<file path="config.mk">
export PLATFORM = sky130hd
export DESIGN_NAME = display_timings_480p
export DESIGN_NICKNAME = d
export VERILOG_FILES = /design/src/source/cube_pkg.sv /design/src/source/display_timings_480p.sv
export SDC_FILE = /design/constraint.sdc
export NUM_CORES = 1
export LEC_CHECK = 0
export BUFFER_PORTS_ARGS = -buffer_cell sky130_fd_sc_hd__buf_2
export CAP_MARGIN = 20
export CORE_MARGIN = 5
export CORE_UTILIZATION = 44
export CTS_CLUSTER_DIAMETER = 200
export CTS_CLUSTER_SIZE = 10
export DETAILED_ROUTE_END_ITERATION = 16
export PLACE_DENSITY_LB_ADDON = 0.12
export SYNTH_ARGS = -nofsm -noshare
export SYNTH_HDL_FRONTEND = slang
export SYNTH_SLANG_ARGS = --single-unit
export TNS_END_PERCENT = 5
</file>
<file path="constraint.sdc">
create_clock -name clk_pix -period 2.94 [get_ports clk_pix]
set_clock_uncertainty 0.2 [all_clocks]
set_input_delay 0.588 -clock clk_pix [delete_from_list [all_inputs] [get_ports clk_pix]]
set_output_delay 0.588 -clock clk_pix [all_outputs]
set_load 0.02 [all_outputs]
</file>
<file path="src/source/cube_pkg.sv">
// shared types, 480p display timing, framebuffer geometry
// palette and drawing constants for the cube design
package cube_pkg;

    typedef logic signed [15:0] coord_t;    // screen and framebuffer position
    typedef logic [1:0]         cidx_t;     // colour index
    typedef logic [3:0]         chan_t;     // one colour channel
    typedef logic [13:0]        fb_addr_t;  // framebuffer word address

    typedef enum logic [1:0] {
        SEQ_IDLE,
        SEQ_INIT,
        SEQ_DRAW,
        SEQ_DONE
    } seq_state_t;

    typedef enum logic [1:0] {
        LN_IDLE,
        LN_INIT,
        LN_DRAW
    } line_state_t;

    // horizontal timing in pixels
    localparam coord_t H_ACTIVE = 640;
    localparam coord_t H_FRONT  = 16;
    localparam coord_t H_SYNC   = 96;
    localparam coord_t H_BACK   = 48;
    localparam coord_t H_TOTAL  = 800;

    // vertical timing in lines
    localparam coord_t V_ACTIVE = 480;
    localparam coord_t V_FRONT  = 10;
    localparam coord_t V_SYNC   = 2;
    localparam coord_t V_BACK   = 33;
    localparam coord_t V_TOTAL  = 525;

    localparam coord_t FB_WIDTH       = 160;
    localparam coord_t FB_HEIGHT      = 90;
    localparam int     FB_SCALE_SHIFT = 2;    // each fb pixel is 4x4 on screen
    localparam coord_t LB_TOP         = 60;   // 16:9 letterbox rows
    localparam coord_t LB_BOTTOM      = 420;

    localparam int    EDGE_CNT  = 9;
    localparam cidx_t EDGE_CIDX = 2'd2;      // green

    // 12-bit rgb, entry 3 first
    localparam logic [3:0][11:0] PALETTE = {12'hF00, 12'h0F0, 12'hFFF, 12'h000};

endpackage

</file>
<file path="src/source/display_timings_480p.sv">
// 640x480 display timing generator
// pixel and line counters with syncs, data enable and pulses
module display_timings_480p
    import cube_pkg::*;
(
    input  logic   clk_pix,
    input  logic   arst_n,
    output coord_t sx,
    output coord_t sy,
    output logic   hsync,
    output logic   vsync,
    output logic   de,
    output logic   frame,
    output logic   line
);

    localparam coord_t HS_START = H_ACTIVE + H_FRONT;      // 656
    localparam coord_t HS_END   = HS_START + H_SYNC - 1;   // 751
    localparam coord_t VS_START = V_ACTIVE + V_FRONT;      // 490
    localparam coord_t VS_END   = VS_START + V_SYNC - 1;   // 491
    localparam coord_t H_LAST   = H_TOTAL - 1;
    localparam coord_t V_LAST   = V_TOTAL - 1;

    logic line_end;
    logic frame_end;

    assign line_end  = (sx == H_LAST);
    assign frame_end = line_end && (sy == V_LAST);

    always_ff @(posedge clk_pix or negedge arst_n) begin
        if (!arst_n) begin
            sx <= '0;
            sy <= '0;
        end else begin
            if (line_end) begin
                sx <= '0;
                sy <= (sy == V_LAST) ? '0 : sy + 16'sd1;
            end else begin
                sx <= sx + 16'sd1;
            end
        end
    end

    // everything below comes straight off the counters
    always_comb begin
        hsync = !((sx >= HS_START) && (sx <= HS_END));  // active low
        vsync = !((sy >= VS_START) && (sy <= VS_END));
        de    = (sx < H_ACTIVE) && (sy < V_ACTIVE);
        frame = frame_end;
        line  = line_end;
    end

    // counter never runs past the end of the line
    a_sx_range: assert property (
        @(posedge clk_pix) disable iff (!arst_n)
        sx <= H_LAST
    );

endmodule

</file>
==> summary.md <==
| Metric | Value |
|---|---|
| Ports | `39` |
| Starting Density | `45.5%` |
| Worst Path Arrival | `between 1.5 and 2 ns` |
| Critical Path RT | `approximately 2.2 ns` |
| CTS tree | `built` |
| Syn. warnings | `0` |
| PostCTS Resize Cnt | `0` |
| Post-synth EDFFs | `0` |
| Placed cells | `255` |
| Post-synth top cells | `dfrtp_1, nand3_1, nor2_1, xnor2_1, nand2_1` |
| Synth Cell Area | `approximately 1700 um^2` |
| Final worst slack | `0.306 ns` |
| Worst-case clock buffer depth | `2` |
| Die X | `71.8 um` |
| Pre-CTS WS | `0.492 ns` |
| DR vias | `1,474` |
| Hold_buf cts | `0` |
| Max_cap viols | `0` |
| Root Driver | `clkbuf_8` |
| Detailed Place HPWL | `about 2700 um` |
| First DRT Iteration DRCs | `135` |
| Min Tclk post-route | `2.63 ns` |
| Post-synthesis async set-or-reset flop share | `100%` |
| Static Leak | `0.000976 uW` |
| Worst Hold Class | `in2async` |
| Cell area after placement | `1920 um^2` |
| Peak Freq | `380 MHz` |
| P&R area growth vs syn | `20.9%` |
| Row count | `22` |
| GR Overflow Total | `0` |
| Endpoint type of the worst setup path | `output pin` |
| Worst Path Buf+Inv | `3` |
| Antenna cell count | `0` |
| Critical path's slowest cell | `dfrtp_1` |
| Fill cells | `356` |
| Num CTS Buffers | `5` |
| Worst-Skew Late Latency | `0.28 ns` |
| Cells after Synth | `172` |
| Slew margin rel. | `53.3%` |
| Routed length per placed instance | `14.4 um` |
| Setup violators final | `0` |
| Die H | `approximately 72 um` |
| PD cells | `just under 400 nW/um^2` |
| Post-synth top area share | `47.7%` |
| Syn Area/Cell | `9.75 um^2` |
| Crit-path max FO | `8` |
| Reg clk slew, reported paths | `0.07 ns` |
| Crit Path Class | `reg2out` |
| Routed WL | `3830 um` |
| Worst-Margin Slew | `0.701 ns` |
| Largest net degree at the start of global routing | `33` |
| Initial antenna violation count | `0` |
| Status | `complete, no violations` |
| Syn Nets | `178` |
| # clock sinks | `32` |
| Post-CTS Setup Bufs | `0` |
| Share of layout cells above drive strength 1 | `24.8%` |
| DR vias/cell | `5.54` |
| Crit share post-route | `89.6%` |
| VDD IR-drop max | `0.000251 V` |
| IO buf count | `38` |
| RSZ-0062 raised after global routing | `false` |
| Synth area leader | `dfrtp_1` |
| Yosys reg bits | `32` |
| Post-Route Setup TNS | `0 ns` |
| Synth unique cells | `32` |
| Cell with the most instances after synthesis | `dfrtp_1` |
| Detail Route Antenna Nets | `0` |
| Global Route Usage Sum | `16.1%` |
| Synth area leaders | `dfrtp_1, xnor2_1, nand3_1` |
| Startpoint Class | `flop` |
| Core Footprint | `3690 um^2` |
| Fin. Hold Viols | `0` |
| Final #Nets | `223` |
| Critical path's largest stage delay | `0.47 ns` |
| Vias in the first global route | `1,348` |
| Die area | `5150 um^2` |
| Design area | `roughly 2000 um^2` |
| First-pass GRT wire length | `6490 um` |
| Primary FF master, synth | `dfrtp_1` |
| Layout Cells excl Fill | `266` |
| Slew Viols, Final | `0` |
| Crit-path cells | `inv_1 > ha_1 > nor4bb_1 > nand4_1 > buf_4 > nor2_1 > buf_2` |
| Final core occ | `55.0%` |
| Sequential element share of the synthesized area | `47.7%` |
| RD Place Congestion | `0.820` |
| DRC errors left | `0` |
| Initial DRT Pass Iterations | `4` |
| Cell family with most CP delay | `simple AND/OR/NAND/NOR gates` |
| H-tree Lvls | `2` |
## layout by cell type, fill, tap and decap left out, types with 2 or more instances in the layout
master / synthesis / final
nor3_1: 12 / 12
nor4bb_1: 2 / 2
xor2_1: 9 / 9
nand4_1: 11 / 11
buf_4: 0 / 5
and2_1: 2 / 2
dfrtp_1: 32 / 32
o21ai_0: 7 / 7
nand3_1: 20 / 20
nand2_1: 14 / 14
a21oi_1: 3 / 3
buf_2: 1 / 38
xnor2_1: 15 / 15
clkbuf_1: 3 / 2
ha_1: 4 / 4
inv_1: 5 / 5
clkbuf_8: 0 / 6
nor4_1: 2 / 2
nor2_1: 15 / 15
## power by group
group / internal, uW / switching [uW] / leakage, uW
Combinational: 0.477 / 8.09 / 0.000498
Clock: 191 / 159 / 0.0000455
Sequential: 440 / 0 / 0.000433
Total: 632 / 167 / 0.000976
## sequential cells by signal (all words and copies together), names as in the netlist
signal and count:
sx 16, sy 16
## path summary, 6_finish.rpt
path | slack (ns) | cells after the start | from | end
worst min-delay path | 0.15 | 1 | arst_n | sy[12]
min in group clk_pix | 0.33 | 1 | sy[10] | sy[10]
worst min register to register | 0.33 | 1 | sy[10] | sy[10]
max in group asynchronous | 1.94 | 1 | arst_n | sx[9]
worst max-delay path | 0.31 | 7 | sy[1] | frame
worst max register to register | 0.61 | 6 | sx[0] | sy[4]
## kinds of logic (layout without fill, tap and decap cells)
logic type                 count (synthesis)  in the layout  share of synthesized area [%]
and+or+nand+nor                           89             89                           29.9
DFF                                       32             32                           47.7
xor gates and xnor gates                  24             24                           12.5
AOI/OAI and AO/OA                         12             12                           3.88
buffers and inverters                     11             57                           2.98
adders and majority gates                  4              4                           2.98
## final cells by class
class | instances | area [um^2] | share of cell area (%)
clock buffer | 8 | 90.1 | 4.44
inverter | 6 | 22.5 | 1.11
multi-input combinational | 129 | 827 | 40.8
sequential | 32 | 801 | 39.5
tap | 48 | 60.1 | 2.96
timing repair buffer | 43 | 228 | 11.2
## per-stage QoR
stage | hold WS [ns] | total power (uW)
6_report | 0.145 | 798
5_1_grt | 0.215 | 834
4_1_cts | 0.176 | 808
3_5_place_dp | 0.320 | 458
3_3_place_gp | 0.305 | 458
2_1_floorplan | 0.0924 | 449
## metal layers
layer	GRT usage (%)	vias up	share of wire, %
li1	-	699	-
met1	23.1	722	46
met2	22.8	49	45
met3	5.19	4	8.1
met4	5.43	0	0.65
met5	0	-	0
No activity file was read; power rests on OpenSTA's default activity.
