--- src/source/cube_pkg.sv ---
// shared types, 480p display timing, framebuffer geometry
// palette and drawing constants for the cube design
package cube_pkg;

    typedef logic signed [15:0] coord_t;    // screen and framebuffer position
    typedef logic [1:0]         cidx_t;     // colour index
    typedef logic [3:0]         chan_t;     // one colour channel
    typedef logic [13:0]        fb_addr_t;  // framebuffer word address

    typedef enum logic [1:0] {
        SEQ_IDLE,
        SEQ_INIT,
        SEQ_DRAW,
        SEQ_DONE
    } seq_state_t;

    typedef enum logic [1:0] {
        LN_IDLE,
        LN_INIT,
        LN_DRAW
    } line_state_t;

    // horizontal timing in pixels
    localparam coord_t H_ACTIVE = 640;
    localparam coord_t H_FRONT  = 16;
    localparam coord_t H_SYNC   = 96;
    localparam coord_t H_BACK   = 48;
    localparam coord_t H_TOTAL  = 800;

    // vertical timing in lines
    localparam coord_t V_ACTIVE = 480;
    localparam coord_t V_FRONT  = 10;
    localparam coord_t V_SYNC   = 2;
    localparam coord_t V_BACK   = 33;
    localparam coord_t V_TOTAL  = 525;

    localparam coord_t FB_WIDTH       = 160;
    localparam coord_t FB_HEIGHT      = 90;
    localparam int     FB_SCALE_SHIFT = 2;    // each fb pixel is 4x4 on screen
    localparam coord_t LB_TOP         = 60;   // 16:9 letterbox rows
    localparam coord_t LB_BOTTOM      = 420;

    localparam int    EDGE_CNT  = 9;
    localparam cidx_t EDGE_CIDX = 2'd2;      // green

    // 12-bit rgb, entry 3 first
    localparam logic [3:0][11:0] PALETTE = {12'hF00, 12'h0F0, 12'hFFF, 12'h000};

endpackage

--- src/source/draw_line.sv ---
// Bresenham line engine
// one framebuffer coordinate per cycle between two endpoints
module draw_line
    import cube_pkg::*;
(
    input  logic   clk_pix,
    input  logic   arst_n,
    input  logic   start,
    input  coord_t x0,
    input  coord_t y0,
    input  coord_t x1,
    input  coord_t y1,
    output coord_t x,
    output coord_t y,
    output logic   busy,
    output logic   done
);

    line_state_t state;

    coord_t dx;        // absolute x distance
    coord_t dy;        // negated absolute y distance
    coord_t err;
    coord_t e2;        // twice the error
    coord_t dx_abs;
    coord_t dy_neg;
    coord_t err_next;
    logic   x_inc;     // 1 = step right
    logic   y_inc;     // 1 = step down
    logic   step_x;
    logic   step_y;
    logic   last_pix;

    always_comb begin
        dx_abs   = (x1 > x0) ? x1 - x0 : x0 - x1;
        dy_neg   = (y1 > y0) ? y0 - y1 : y1 - y0;
        e2       = err <<< 1;
        step_x   = (e2 >= dy);  // both tests use the old error
        step_y   = (e2 <= dx);
        err_next = err + (step_x ? dy : '0) + (step_y ? dx : '0);
        last_pix = (x == x1) && (y == y1);
    end

    assign busy = (state == LN_DRAW);

    // control
    always_ff @(posedge clk_pix or negedge arst_n) begin
        if (!arst_n) begin
            state <= LN_IDLE;
            done  <= 1'b0;
        end else begin
            done <= 1'b0;
            case (state)
                LN_IDLE: if (start) state <= LN_INIT;
                LN_INIT: state <= LN_DRAW;
                LN_DRAW: begin
                    if (last_pix) begin
                        state <= LN_IDLE;
                        done  <= 1'b1;  // cycle after the last pixel
                    end
                end
                default: state <= LN_IDLE;
            endcase
        end
    end

    // datapath
    always_ff @(posedge clk_pix) begin
        case (state)
            LN_INIT: begin
                dx    <= dx_abs;
                dy    <= dy_neg;
                err   <= dx_abs + dy_neg;
                x_inc <= (x0 < x1);
                y_inc <= (y0 < y1);
                x     <= x0;  // first endpoint is plotted as is
                y     <= y0;
            end
            LN_DRAW: begin
                if (!last_pix) begin
                    err <= err_next;
                    if (step_x) x <= x_inc ? x + 16'sd1 : x - 16'sd1;
                    if (step_y) y <= y_inc ? y + 16'sd1 : y - 16'sd1;
                end
            end
            default: ;
        endcase
    end

    // sequencer has to wait for done before the next line
    a_no_start_busy: assert property (
        @(posedge clk_pix) disable iff (!arst_n)
        start |-> !busy
    );

endmodule

--- config.mk ---
export PLATFORM = sky130hd
export DESIGN_NAME = draw_line
export DESIGN_NICKNAME = d
export VERILOG_FILES = /design/src/source/cube_pkg.sv /design/src/source/draw_line.sv
export SDC_FILE = /design/constraint.sdc
export NUM_CORES = 1
export LEC_CHECK = 0
export BUFFER_PORTS_ARGS = -buffer_cell sky130_fd_sc_hd__buf_2
export CAP_MARGIN = 20
export CORE_ASPECT_RATIO = 2
export CORE_MARGIN = 1.5
export CORE_UTILIZATION = 25
export DETAILED_ROUTE_END_ITERATION = 6
export SKIP_CTS_REPAIR_TIMING = 1
export SYNTH_ARGS = -nofsm -noshare
export SYNTH_HDL_FRONTEND = slang
export SYNTH_SLANG_ARGS = --single-unit
--- constraint.sdc ---
create_clock -name clk_pix -period 6.68 [get_ports clk_pix]
set_input_delay 0.334 -clock clk_pix [delete_from_list [all_inputs] [get_ports clk_pix]]
set_output_delay 0.334 -clock clk_pix [all_outputs]
set_load 0.02 [all_outputs]
==> flow_metrics.py <==
metrics = {
    "final_layout": {
        "num-nets-final": 1468,
        "layout_common_cells": "152 x ha_1, 140 x inv_1, 100 x buf_2, 88 x a21oi_1, 81 x edfxtp_1",
        "layout_commonest_cell": "ha_1",
        "layout-drive-gt1-share": 0.128,
        "areaGrowthSynthToFinish_pct": 13.7,
        "antennaDiodeCount": 0,
        "utilization": 0.289,
        "finalNonFillerCells": 1755,
        "final_area_sq_um": 11400,
    },
    "worst_setup_path": {
        "endpoint": "err[14]$_DFFE_PP_",
        "crit_arrival_ps": 5850,
        "end_kind": "register",
        "critical_path_class": "reg2reg",
        "reg2reg_from": "err[0]$_DFFE_PP_",
        "r2r_slack_ps": 940,
        "reg2regPathDepth": 22,
        "start_kind": "register",
        "cp_max_fo": 14,
        "r2r_end": "err[14]$_DFFE_PP_",
        "critPathLaunch": "err[0]$_DFFE_PP_",
        "crit_required_ps": 6800,
    },
    "floorplanning": {
        "fp-row-count": 103,
        "core_area_sq_um": 39600,
        "die_area_sq_um": 41500,
        "dieWidth_um": 145,
        "pin_count": 101,
        "start_util": 0.254,
        "die-height_um": 287,
    },
    "cts": {
        "cts.sinks": 84,
        "clkLatencyLatePin_ps": 370,
        "clk_pin_slew_ps": 70,
        "clock-root-buffer": "clkbuf_16",
        "cts_max_level": 3,
        "cts_inserted_buffers": 9,
        "clockBufferDepth": 2,
        "cts_tree": "yes",
    },
    "yosys": {
        "synth-async-reset-ratio": 0.0357,
        "synth.area.top_cells": "edfxtp_1 24%, ha_1 19%, xor2_1 5.9%, inv_1 5.2%, a21oi_1 4.4%",
        "ys_ff_latch": 84,
        "synthCells": 1133,
        "synth_top_area_share": 0.242,
        "synth_top_area_cell": "edfxtp_1",
        "synth-main-ff-cell": "edfxtp_1",
        "ys_types": 75,
        "yosysSeqAreaShare": 0.249,
        "syn-num-nets": 1375,
        "yosysWarnings": 0,
        "synth-edff-count": 81,
        "synth_area_sq_um": 10100,
        "synth_area_per_cell_sq_um": 8.88,
    },
    "grt": {
        "grt_pass1_vias": 8983,
        "antenna_found_initial": 1,
        "grt_pass1_wl_um": 49600,
        "grtUsageTotal": 0.161,
        "grt_max_degree": 90,
        "grt.overflow.total": 0,
    },
    "drt": {
        "routed_wl_um": 32600,
        "route.detailed.drc": 0,
        "wire_per_inst_um": 18.6,
        "firstDrtPassIters": 4,
        "antenna_left": 0,
        "drtIter0Drc": 311,
        "vias_per_cell": 4.89,
        "vias": 8575,
    },
    "power": {
        "internal_power_mw": 3.12,
        "power_switching_mw": 3.23,
        "pwr-share-comb": 0.721,
        "p_total_mw": 6.35,
        "power_density_nw_per_um2": 555,
        "ir_worst_vdd_mv": 0.183,
        "switching_share": 0.509,
        "seqPwrFrac": 0.196,
        "power.leakage_nw": 5.31,
        "clkPwrFrac": 0.083,
    },
    "timing": {
        "setup_ws_ps": 942,
        "finalClockSkew_ps": 9.71,
        "slew_viol_final": 0,
        "relSlewSlack": 0.311,
        "hold_viol_final": 0,
        "min_period_over_period": 0.859,
        "hold_ws_ps": 277,
        "finalSetupTns_ps": 0,
        "rsz0062_at_grt": "false",
        "min_period_ps": 5740,
        "setup_viol": 0,
        "clock.fmax_mhz": 174,
        "tightestPinTransition_ps": 1020,
    },
    "job": {
        "maxCapViolCount": 0,
    },
    "placement": {
        "gp_congestion": 0.918,
        "place_ws_ps": 875,
        "placed_cells": 1739,
        "port_buffers": 100,
        "dp_hpwl_um": 27700,
        "placed_cell_area_sq_um": 11100,
    },
    "hold_path": {
        "hold_path_depth": 3,
        "hold_class": "in2reg",
    },
    "run_status": {
        "status": "finished clean",
    },
}
## layer usage
metal | track usage | vias up | wire, um
met4 | 0.136 | 0 | 3010
met2 | 0.312 | 182 | 18200
li1 | - | 4186 | -
met5 | 0 | - | 0
met3 | 0.0165 | 92 | 725
met1 | 0.143 | 4115 | 10600
## power by group through the flow
| stage | Combinational, mW | Sequential (mW) | Clock, mW |
|---|---|---|---|
| 2_1_floorplan | 3.22 | 1.30 | 0 |
| 3_3_place_gp | 4.48 | 1.25 | 0 |
| 3_5_place_dp | 4.56 | 1.26 | 0 |
| 4_1_cts | 4.60 | 1.25 | 0.538 |
| 5_1_grt | 5.11 | 1.28 | 0.551 |
| 6_report | 4.58 | 1.24 | 0.526 |
## worst min-delay path by stage
stage               startpoint                    to
finish                   start  state[0]$_DFFE_PN0P_
global placement        arst_n        done$_DFF_PN0_
detailed placement      arst_n        done$_DFF_PN0_
CTS                     arst_n        done$_DFF_PN0_
floorplan               arst_n        done$_DFF_PN0_
global route             start  state[0]$_DFFE_PN0P_
## area by class of cell
type                    instances  area, sq um
flip-flops and latches         84         2510
repair buffers                106          548
clock buffers                   9          225
multi-input cells             885         6910
inverters                     140          526
clock inverters                 6         63.8
fillers                      4261        28100
well taps                     525          657
## flip-flops by register name (all words and copies together), names as in the netlist
register	flops
state	2
x_inc	1
err	15
dx	16
x	16
dy	16
y	16
done	1
y_inc	1
## Yosys cell counts, types with 4 or more instances
master and count:
a211oi_1 8, a21o_1 39, a21oi_1 89, a311oi_1 4
a31oi_1 7, and2_1 4, and3_1 6, buf_2 6
buf_6 4, clkbuf_1 11, edfxtp_1 81, fa_1 22
ha_1 153, inv_1 140, mux2_2 14, mux2i_1 20
nand2_1 69, nand2b_1 14, nand3_1 19, nand4_1 11
nor2_1 77, nor2b_1 12, nor3_1 17, nor3b_1 4
nor4_1 13, o211ai_1 6, o21a_1 5, o21ai_0 79
o21ai_1 5, o21bai_1 16, o22ai_1 5, o31ai_1 6
or2_2 6, xnor2_1 36, xor2_1 68
## cells by family (layout without fill, tap and decap cells)
logic type               count (synthesis)  after routing  synth area share
flip-flops                              84             84             0.249
adder cells (fa/ha/maj)                175            175             0.234
XOR/XNOR                               106            106            0.0944
multiplexers                            37             37            0.0393
AND/OR/NAND/NOR                        269            269             0.131
buffers and inverters                  164            261            0.0651
AO/OA/AOI/OAI                          298            298             0.187
## critical path: stages (launching register included)
cell	delay, ps
edfxtp_1	440
ha_1	290
nor2b_1	150
o21a_1	170
o21a_1	150
o21ai_0	140
a211oi_1	110
or4_1	530
and2_1	170
inv_1	410
nor2_1	110
fa_1	480
ha_1	320
a21o_1	160
a21oi_1	210
o21ai_0	130
a21oi_1	240
o21bai_1	130
a41o_1	270
o41ai_1	340
xnor2_1	130
xnor2_1	130
mux2_2	260
(Power assumes the default switching activity.)
