`src/source/cube_pkg.sv`:
```
// shared types, 480p display timing, framebuffer geometry
// palette and drawing constants for the cube design
package cube_pkg;

    typedef logic signed [15:0] coord_t;    // screen and framebuffer position
    typedef logic [1:0]         cidx_t;     // colour index
    typedef logic [3:0]         chan_t;     // one colour channel
    typedef logic [13:0]        fb_addr_t;  // framebuffer word address

    typedef enum logic [1:0] {
        SEQ_IDLE,
        SEQ_INIT,
        SEQ_DRAW,
        SEQ_DONE
    } seq_state_t;

    typedef enum logic [1:0] {
        LN_IDLE,
        LN_INIT,
        LN_DRAW
    } line_state_t;

    // horizontal timing in pixels
    localparam coord_t H_ACTIVE = 640;
    localparam coord_t H_FRONT  = 16;
    localparam coord_t H_SYNC   = 96;
    localparam coord_t H_BACK   = 48;
    localparam coord_t H_TOTAL  = 800;

    // vertical timing in lines
    localparam coord_t V_ACTIVE = 480;
    localparam coord_t V_FRONT  = 10;
    localparam coord_t V_SYNC   = 2;
    localparam coord_t V_BACK   = 33;
    localparam coord_t V_TOTAL  = 525;

    localparam coord_t FB_WIDTH       = 160;
    localparam coord_t FB_HEIGHT      = 90;
    localparam int     FB_SCALE_SHIFT = 2;    // each fb pixel is 4x4 on screen
    localparam coord_t LB_TOP         = 60;   // 16:9 letterbox rows
    localparam coord_t LB_BOTTOM      = 420;

    localparam int    EDGE_CNT  = 9;
    localparam cidx_t EDGE_CIDX = 2'd2;      // green

    // 12-bit rgb, entry 3 first
    localparam logic [3:0][11:0] PALETTE = {12'hF00, 12'h0F0, 12'hFFF, 12'h000};

endpackage

```
`src/source/cube_sequencer.sv`:
```
// cube edge table and the FSM that walks it
// hands one edge at a time to the line engine
module cube_sequencer
    import cube_pkg::*;
(
    input  logic   clk_pix,
    input  logic   arst_n,
    input  logic   frame,
    input  logic   done,
    output logic   start,
    output coord_t x0,
    output coord_t y0,
    output coord_t x1,
    output coord_t y1,
    output logic   cube_done
);

    // x0, y0, x1, y1 in framebuffer coordinates
    localparam coord_t EDGE_TABLE [EDGE_CNT][4] = '{
        '{ 65, 30, 115, 30},  // front face
        '{115, 30, 115, 80},
        '{115, 80,  65, 80},
        '{ 65, 80,  65, 30},
        '{ 65, 80,  45, 60},  // back and joining edges
        '{ 45, 60,  45, 10},
        '{ 45, 10,  65, 30},
        '{ 45, 10,  95, 10},
        '{ 95, 10, 115, 30}
    };

    seq_state_t state;
    logic [3:0] edge_idx;
    logic       last_edge;

    assign last_edge = (edge_idx == 4'(EDGE_CNT - 1));
    assign cube_done = (state == SEQ_DONE);

    always_ff @(posedge clk_pix or negedge arst_n) begin
        if (!arst_n) begin
            state    <= SEQ_IDLE;
            edge_idx <= '0;
            start    <= 1'b0;
        end else begin
            start <= 1'b0;
            case (state)
                SEQ_IDLE: if (frame) state <= SEQ_INIT;
                SEQ_INIT: begin
                    start <= 1'b1;  // coords land in the same cycle
                    state <= SEQ_DRAW;
                end
                SEQ_DRAW: begin
                    if (done) begin
                        if (last_edge) begin
                            state <= SEQ_DONE;
                        end else begin
                            edge_idx <= edge_idx + 4'd1;
                            state    <= SEQ_INIT;
                        end
                    end
                end
                SEQ_DONE: state <= SEQ_DONE;  // hold until reset
                default: state <= SEQ_IDLE;
            endcase
        end
    end

    // endpoints stay put through the whole line
    always_ff @(posedge clk_pix) begin
        if (state == SEQ_INIT) begin
            x0 <= EDGE_TABLE[edge_idx][0];
            y0 <= EDGE_TABLE[edge_idx][1];
            x1 <= EDGE_TABLE[edge_idx][2];
            y1 <= EDGE_TABLE[edge_idx][3];
        end
    end

    a_edge_idx: assert property (
        @(posedge clk_pix) disable iff (!arst_n)
        edge_idx < 4'(EDGE_CNT)
    );

endmodule

```
`config.mk`:
```
export PLATFORM = sky130hd
export DESIGN_NAME = cube_sequencer
export DESIGN_NICKNAME = d
export VERILOG_FILES = /design/src/source/cube_pkg.sv /design/src/source/cube_sequencer.sv
export SDC_FILE = /design/constraint.sdc
export NUM_CORES = 1
export LEC_CHECK = 0
export BUFFER_PORTS_ARGS = -buffer_cell sky130_fd_sc_hd__buf_2
export CAP_MARGIN = 10
export CORE_UTILIZATION = 48
export CTS_BUF_LIST = sky130_fd_sc_hd__clkbuf_8
export DETAILED_ROUTE_END_ITERATION = 10
export PLACE_DENSITY = 0.91
export SLEW_MARGIN = 20
export SYNTH_ARGS = -nofsm -noshare
export SYNTH_HDL_FRONTEND = slang
export SYNTH_SLANG_ARGS = --single-unit
```
`constraint.sdc`:
```
create_clock -name clk_pix -period 1.9 [get_ports clk_pix]
set_clock_uncertainty 0.15 [all_clocks]
set_input_delay 0.095 -clock clk_pix [delete_from_list [all_inputs] [get_ports clk_pix]]
set_output_delay 0.095 -clock clk_pix [all_outputs]
set_load 0.02 [all_outputs]
```
==> results of run 1 <==
[cells in the final DEF, fill, tap and decap left out, types with 2 or more instances in the layout]
cell type and instances:
a21o_1 2, a21oi_1 3, and2_1 4, and2b_1 2
buf_2 29, clkbuf_8 3, conb_1 40, dfrtp_1 7
dlygate4sd3_1 4, edfxtp_1 20, ha_1 6, inv_1 5
nand2_1 7, nand2b_1 5, nand3_1 2, nor2_1 4
nor2b_1 4, o21ai_0 5, xnor2_1 2
[state kept, by name (all words and copies together) (netlist names)]
signal    count
edge_idx      4
start         1
state         2
x0            4
x1            4
y0            6
y1            6
[where the power goes]
| part | internal [W] | switching [W] |
|---|---|---|
| Clock | 0.000147 | 0.000169 |
| Combinational | 0.000349 | 0.000565 |
| Sequential | 0.000892 | 0.000151 |
| Total | 0.00139 | 0.000885 |
[final cells by class]
type / instances / area share [%]
sequential: 27 / 49.40
multi-input combinational: 92 / 31.71
timing repair buffer: 34 / 12.27
clock buffer: 3 / 2.629
tap: 31 / 2.470
inverter: 5 / 1.195
clock inverter: 1 / 0.3187
[path summary, 6_finish.rpt]
kind | endpoint | startpoint | slack (ps) | depth (start not counted)
min in group clk_pix | state[1] | state[0] | 400 | 1
worst min-delay path | edge_idx[0] | arst_n | 30 | 2
worst max register to register | y1[3] | edge_idx[1] | 240 | 5
worst max-delay path | y1[3] | edge_idx[1] | 240 | 5
worst min register to register | state[1] | state[0] | 400 | 1
max in group asynchronous | edge_idx[3] | arst_n | 1400 | 2
[metal layers]
metal / vias up / GRT usage (%) / share of wire [%]
li1: 403 / - / -
met3: 4 / 2.009 / 6.5
met5: - / 0 / 0
met4: 0 / 4.082 / 1.2
met1: 350 / 13.86 / 44
met2: 38 / 18.44 / 48
[per-stage QoR]
stage	setup slack, ps	instances	cell area (sq um)	utilization [%]	hold WS (ps)
final	235.8	193	1570	55.04	33.88
after global routing	71.26	193	1570	55.04	51.14
after CTS	244.7	193	1570	55.04	42.54
after detailed placement	256.2	185	1484	52.02	-208.0
after global placement	277.5	185	1484	52.02	-213.6
after floorplan	384.3	170	1632	-	-350.6
[kinds of logic after synthesis]
| kind of cell | count (synthesis) | synth area share (%) |
|---|---|---|
| DFF | 27 | 52.10 |
| buffers and inverters | 51 | 24.03 |
| other | 2 | 0.5044 |
| AOI/OAI and AO/OA | 11 | 4.032 |
| and+or+nand+nor | 32 | 12.10 |
| xor gates and xnor gates | 2 | 1.177 |
| adders and majority gates | 6 | 5.042 |
| muxes | 1 | 1.008 |
==> results.yml, run 1 <==
outcome:
  outcome: "complete, but fails checks"
  violations: "design-rule violations"
final_layout:
  fin_nets: 173
  final-seq-area_sq_um: 775.7
  fillers: 255
  multi_input_area_sq_um: 498.0
  diodes: 0
  area_growth_pct: 5.462
  drive_gt1_share_pct: 22.84
floorplanning:
  io_pins: 70
  dieHeight_microns: 57.70
  core_area_sq_um: 2853
  dieArea_sq_um: 3329
  start_util_pct: 52.19
  dieWidth_microns: 57.70
  num_rows: 19
pwr:
  p_leak_nw: 0.7271
  finalPower_w: 0.002273
  p_per_area_nw_per_um2: 1447
  irDropWorstVdd_mv: 0.5566
global_route:
  antenna_found_initial: 0
  grt.total_usage_pct: 10.84
  grt_max_degree: 22
  grt_pass1_vias: 620
  grt_pass1_wl_mm: 2.718
  grt_overflow: 0
synthesis:
  netlist_area_sq_um: 1489
  synth_cell_types: 25
  synth_flop_cell: "edfxtp_1"
  synth.area.top_cells: "edfxtp_1 40%, buf_4 22%, dfrtp_1 12%"
  synth_commonest_cells: "44 x buf_4, 20 x edfxtp_1, 7 x dfrtp_1, 7 x nand2_1, 6 x ha_1"
  avgSynthCellArea_sq_um: 11.28
  seq_area_frac_synth_pct: 52.10
  yosysWarnings: 0
  synth.most_common_cell: "buf_4"
  synth_cells: 132
  ys_async_sr_fraction_pct: 25.93
  synth_enable_flop_cells: 20
  synth.top_cell.area_share_pct: 40.34
  yosysTopAreaCell: "edfxtp_1"
  ys_ff_latch: 27
timing:
  setup_viol: 0
  fin_crit_ps: 1664
  fin_crit_sh_pct: 87.59
  max_freq_mhz: 600.9
  setup_tns_ps: 0
  slew_viol_final: 0
  finalHoldViolations: 0
  rsz0062_at_grt: "false"
route:
  drtIter0Drc: 14
  vias: 795
  drc_errors: 7
  wl_per_cell_microns: 9.161
  drt_first_pass_iters: 7
  routed_wl_mm: 1.768
  ant_nets: 0
  viasPerCell: 4.119
setup_path:
  critPathCaptureType: "flip-flop"
  start_kind: "flip-flop"
  arrival_ps: 1550
  worstPathCellList: "inv_1, ha_1, nand2b_1, nor2_1, inv_1"
  critPathRequiredTime_ps: 1780
  critPathBufInv: 2
  crit_top_cell: "inv_1"
  cp_max_fo: 8
  cp_slowest_cell: "dfrtp_1"
  slowest_delay_ps: 470
  setup.worst_path.class: "reg -> reg"
  path_delay_family: "flip-flops"
clock_network:
  htree_levels: 1
  hold_buffers: 4
  clock-root-buffer: "clkbuf_8"
  cts_buffers: 3
  insertion_delay_ps: 270
  cts.path.max_buffers: 2
  cts_tree: "built"
  post_cts_resized: 0
  postCtsSetupRepairBufs: 0
  path_clk_slew_ps: 90
  cts_sinks: 27
placement:
  portBuffers: 29
  globalplace.congestion: 0.8584
  place_hpwl_mm: 1.309
worst_hold_path:
  hold_class: "in -> async"
flow_run:
  cap_violations: 0
Power figures use the tool's default switching activity.
==> run 2, diff against run 1 <==
REMOVE_ABC_BUFFERS = 1   (was default)
==> run 2 against run 1 <==
The run still ends with design-rule violations left. Sequential share of layout area hardly changed. First-iteration DRC count is the same. Clock power up 2%. Sequential power is essentially flat. Largest power group unchanged.
==> results.yml, run 2 (same netlist as run 1, synthesis figures left out) <==
outcome:
  outcome: "complete, but fails checks"
  violations: "design-rule violations"
setup_path:
  cp_max_fo: 8
  slowest_delay_ps: 490
  critPathCaptureType: "flip-flop"
  path_delay_family: "flip-flops"
  cp_slowest_cell: "dfrtp_1"
  crit_top_cell: "inv_1"
  critPathRequiredTime_ps: 1790
  start_kind: "flip-flop"
  setup.worst_path.class: "reg -> reg"
  critPathBufInv: 2
  arrival_ps: 1590
  worstPathCellList: "inv_1, ha_1, nand2b_1, nor2_1, inv_1"
final_layout:
  area_growth_pct: 5.546
  diodes: 0
  top_regs: "y0 x6, y1 x6"
  final-seq-area_sq_um: 775.7
  layout.cells.non_filler: 193
  final_common_cell: "conb_1"
  drive_gt1_share_pct: 22.84
  layout_common_cells: "40 x conb_1, 29 x buf_2, 20 x edfxtp_1"
  fin_nets: 173
  multi_input_area_sq_um: 498.0
  fillers: 229
placement:
  globalplace.congestion: 0.8680
  dp_cells: 185
  place_hpwl_mm: 1.409
  portBuffers: 29
pwr:
  p_per_area_nw_per_um2: 1471
  switching_share_pct: 39.81
  internal-power_w: 0.001392
  p_leak_nw: 0.7277
  irDropWorstVdd_mv: 0.4930
  p_sw_w: 0.0009204
  finalPower_w: 0.002312
  combPwrFrac_pct: 40.8
  p_clk_share_pct: 13.9
  power_frac_seq_pct: 45.3
clock_network:
  postCtsSetupRepairBufs: 0
  clock-root-buffer: "clkbuf_8"
  cts_tree: "built"
  cts_sinks: 27
  hold_buffers: 4
  cts_buffers: 3
  cts.path.max_buffers: 2
  path_clk_slew_ps: 90
  htree_levels: 1
  insertion_delay_ps: 270
  post_cts_resized: 0
floorplanning:
  num_rows: 19
  dieHeight_microns: 57.70
  dieWidth_microns: 57.70
  io_pins: 70
  core_area_sq_um: 2853
  dieArea_sq_um: 3329
  start_util_pct: 52.19
worst_hold_path:
  hold_class: "in -> async"
route:
  drc_errors: 4
  wl_per_cell_microns: 10.15
  drt_first_pass_iters: 9
  vias: 868
  drtIter0Drc: 14
  ant_nets: 0
  routed_wl_mm: 1.959
  viasPerCell: 4.497
global_route:
  grt_max_degree: 17
  grt_pass1_wl_mm: 3.118
  grt.total_usage_pct: 12.32
  grt_overflow: 0
  grt_pass1_vias: 714
  antenna_found_initial: 0
flow_run:
  cap_violations: 0
timing:
  setup_viol: 0
  fin_crit_ps: 1702
  setup_tns_ps: 0
  rsz0062_at_grt: "false"
  whs_ps: 41.28
  fin_crit_sh_pct: 89.58
  finalHoldViolations: 0
  slew_viol_final: 0
  max_freq_mhz: 587.5
## run 2: cell types whose count changed in the layout (fill, tap and decap cells not counted)
| cell | delta |
|---|---|
| clkinv_2 | -1 |
| inv_4 | +1 |
## run 2: cell type report
cell class,count,area share [%]
clock buffer,3,2.627
clock inverter,1,0.3981
inverter,5,1.194
multi-input combinational,92,31.69
sequential,27,49.36
tap,31,2.468
timing repair buffer,34,12.26
## run 2: path summary, 6_finish.rpt
check | start | end | slack (ps) | cells past startpoint
setup reg to reg | edge_idx[1] | y1[3] | 200 | 5
max in group asynchronous | arst_n | state[0] | 1400 | 2
hold reg to reg | state[0] | state[1] | 400 | 1
setup / recovery | edge_idx[1] | y1[3] | 200 | 5
min in group clk_pix | state[0] | state[1] | 400 | 1
hold / removal | arst_n | edge_idx[3] | 40 | 2
## run 2: power groups by stage
stage,registers (W),clock network (W),logic [W]
floorplan,0.00117,0,0.000544
global placement,0.00105,0,0.000896
detailed placement,0.00106,0,0.000913
CTS,0.00105,0.000329,0.000952
global route,0.00108,0.000354,0.00105
finish,0.00105,0.000321,0.000944
## run 2: stage by stage
stage	utilization (%)	cell area, sq um	setup WS [ps]
after global routing	55.09	1572	65.70
after detailed placement	52.02	1484	239.5
final	55.09	1572	197.9
after CTS	55.09	1572	201.7
after global placement	52.02	1484	288.8
after floorplan	-	1292	384.3
## run 2: per-layer routing
layer | share of wire [%] | GRT usage, % | up-vias
li1 | - | - | 406
met1 | 38 | 13.70 | 390
met2 | 49 | 22.09 | 68
met3 | 10 | 3.348 | 4
met4 | 1.9 | 5.442 | 0
met5 | 0 | 0 | -
==> run 3, diff against run 2 <==
CORE_ASPECT_RATIO = 0.75   (was default)
MAX_ROUTING_LAYER = met4   (was default)
==> run 3 against run 2 <==
Highest routed layer unchanged. Combinational power down 2.4%. Power down 0.99%. Sequential share of layout area down 0.31 points. Design area up 0.64%. The run now ends clean. Die area about the same. Register-to-register slack about the same. Global-route usage up 0.10 points. Routed wire length down 2.9%. Core utilization down 1.2 points. Via count down 4.7%. Critical path type unchanged. Flip-flop and latch count unchanged. First-iteration DRC count rose to 3.1 times the previous value.
==> results.yml, run 3 (same netlist as run 1, synthesis figures left out) <==
global_route:
  grt_pass1_vias: 664
  grt_max_degree: 22
  antenna_found_initial: 0
  grt_overflow: 0
  grt_pass1_wl_mm: 3.001
  grt.total_usage_pct: 12.42
final_layout:
  layout_common_cells: "40 x conb_1, 29 x buf_2, 20 x edfxtp_1"
  final-seq-area_sq_um: 775.7
  layout.cells.non_filler: 200
  diodes: 0
  fillers: 255
  post-route-util_pct: 53.88
  drive_gt1_share_pct: 22.84
  top_regs: "y0 x6, y1 x6"
  final_common_cell: "conb_1"
  fin_nets: 173
  multi_input_area_sq_um: 498.0
  area_growth_pct: 6.219
clock_network:
  insertion_delay_ps: 270
  cts_buffers: 3
  cts_tree: "built"
  htree_levels: 1
  cts.path.max_buffers: 2
  postCtsSetupRepairBufs: 0
  path_clk_slew_ps: 90
  cts_sinks: 27
  clock-root-buffer: "clkbuf_8"
floorplanning:
  core_area_sq_um: 2935
  num_rows: 17
  dieArea_sq_um: 3331
  dieWidth_microns: 66.31
  io_pins: 70
  dieHeight_microns: 50.24
  start_util_pct: 50.72
timing:
  setup_viol: 0
  setup_tns_ps: 0
  finalHoldViolations: 0
  rsz0062_at_grt: "false"
  fin_crit_ps: 1702
  fin_crit_sh_pct: 89.55
  max_freq_mhz: 587.7
  whs_ps: 27.97
  slew_viol_final: 0
setup_path:
  rrSetupSlack_ps: 200
  timing.rr.start: "edge_idx[1]"
  critPathCaptureType: "flip-flop"
  start_kind: "flip-flop"
  cp_max_fo: 8
  rr_endpoint: "edge_idx[0]"
  critPathRequiredTime_ps: 1910
  arrival_ps: 1710
  setup.worst_path.class: "reg -> reg"
  worst-r2r-cell-count: 5
outcome:
  outcome: "finished clean"
route:
  viasPerCell: 4.135
  ant_nets: 0
  drt_first_pass_iters: 4
  routed_wl_mm: 1.903
  drtIter0Drc: 43
  wl_per_cell_microns: 9.515
  vias: 827
  drc_errors: 0
placement:
  place_hpwl_mm: 1.345
  globalplace.congestion: 0.7611
  dp_cells: 192
  portBuffers: 29
worst_hold_path:
  hold_class: "in -> async"
pwr:
  p_leak_nw: 0.7233
  irDropWorstVdd_mv: 0.6923
  p_per_area_nw_per_um2: 1448
flow_run:
  cap_violations: 0
## run 3: cell count changes in the layout (fill, tap and decap cells not counted)
| cell | before | now |
|---|---|---|
| clkinvlp_4 | 0 | 1 |
| inv_4 | 1 | 0 |
## run 3: repair_timing
item / CTS / global route
hold endpoints to repair: 9 / 0
gates resized for setup: 0 / 0
hold buffers: 4 / 0
endpoints found under the setup margin: 0 / 0
## run 3: layer usage
layer  GRT usage (%)  up-vias  routed length (microns)
met4           1.064        0                        4
met1           14.31      363                      816
met5               -        -                        0
li1                -      404                        -
met2           20.92       58                      850
met3           5.455        2                      232
## run 3: final cells by class
class	count	area share, %
multi-input cells	92	31.49
flip-flops and latches	27	49.05
repair buffers	34	12.18
clock inverters	1	0.4747
well taps	38	3.006
clock buffers	3	2.611
inverters	5	1.187
## run 3: worst max path at each step
stage	startpoint	end	slack, ps	cells after the start
6_report	edge_idx[1]	edge_idx[0]	200	5
5_1_grt	edge_idx[1]	y1[3]	60	5
4_1_cts	edge_idx[1]	y1[3]	210	5
3_5_place_dp	edge_idx[1]	y1[3]	240	5
3_3_place_gp	edge_idx[1]	y1[3]	290	5
2_1_floorplan	state[1]	x0[1]	380	1
## run 3: critical path: stages (launching register included)
cell and delay [ps]:
dfrtp_1 480, inv_1 180, ha_1 240, nand3b_1 190, and2_1 230, xnor2_1 120
## run 3: where the power goes
part	switching, W	internal, W
Sequential	0.000156	0.000892
Clock	0.000173	0.000149
Combinational	0.000572	0.000348
Total	0.000901	0.00139
## run 3: through the flow
stage / setup WS (ps) / power (W) / area, sq um
final: 198.5 / 0.002289 / 1582
after global routing: 55.06 / 0.002450 / 1582
after global placement: 292.8 / 0.001940 / 1493
after floorplan: 384.3 / 0.001712 / 1292
after detailed placement: 235.1 / 0.001961 / 1493
after CTS: 206.0 / 0.002307 / 1582
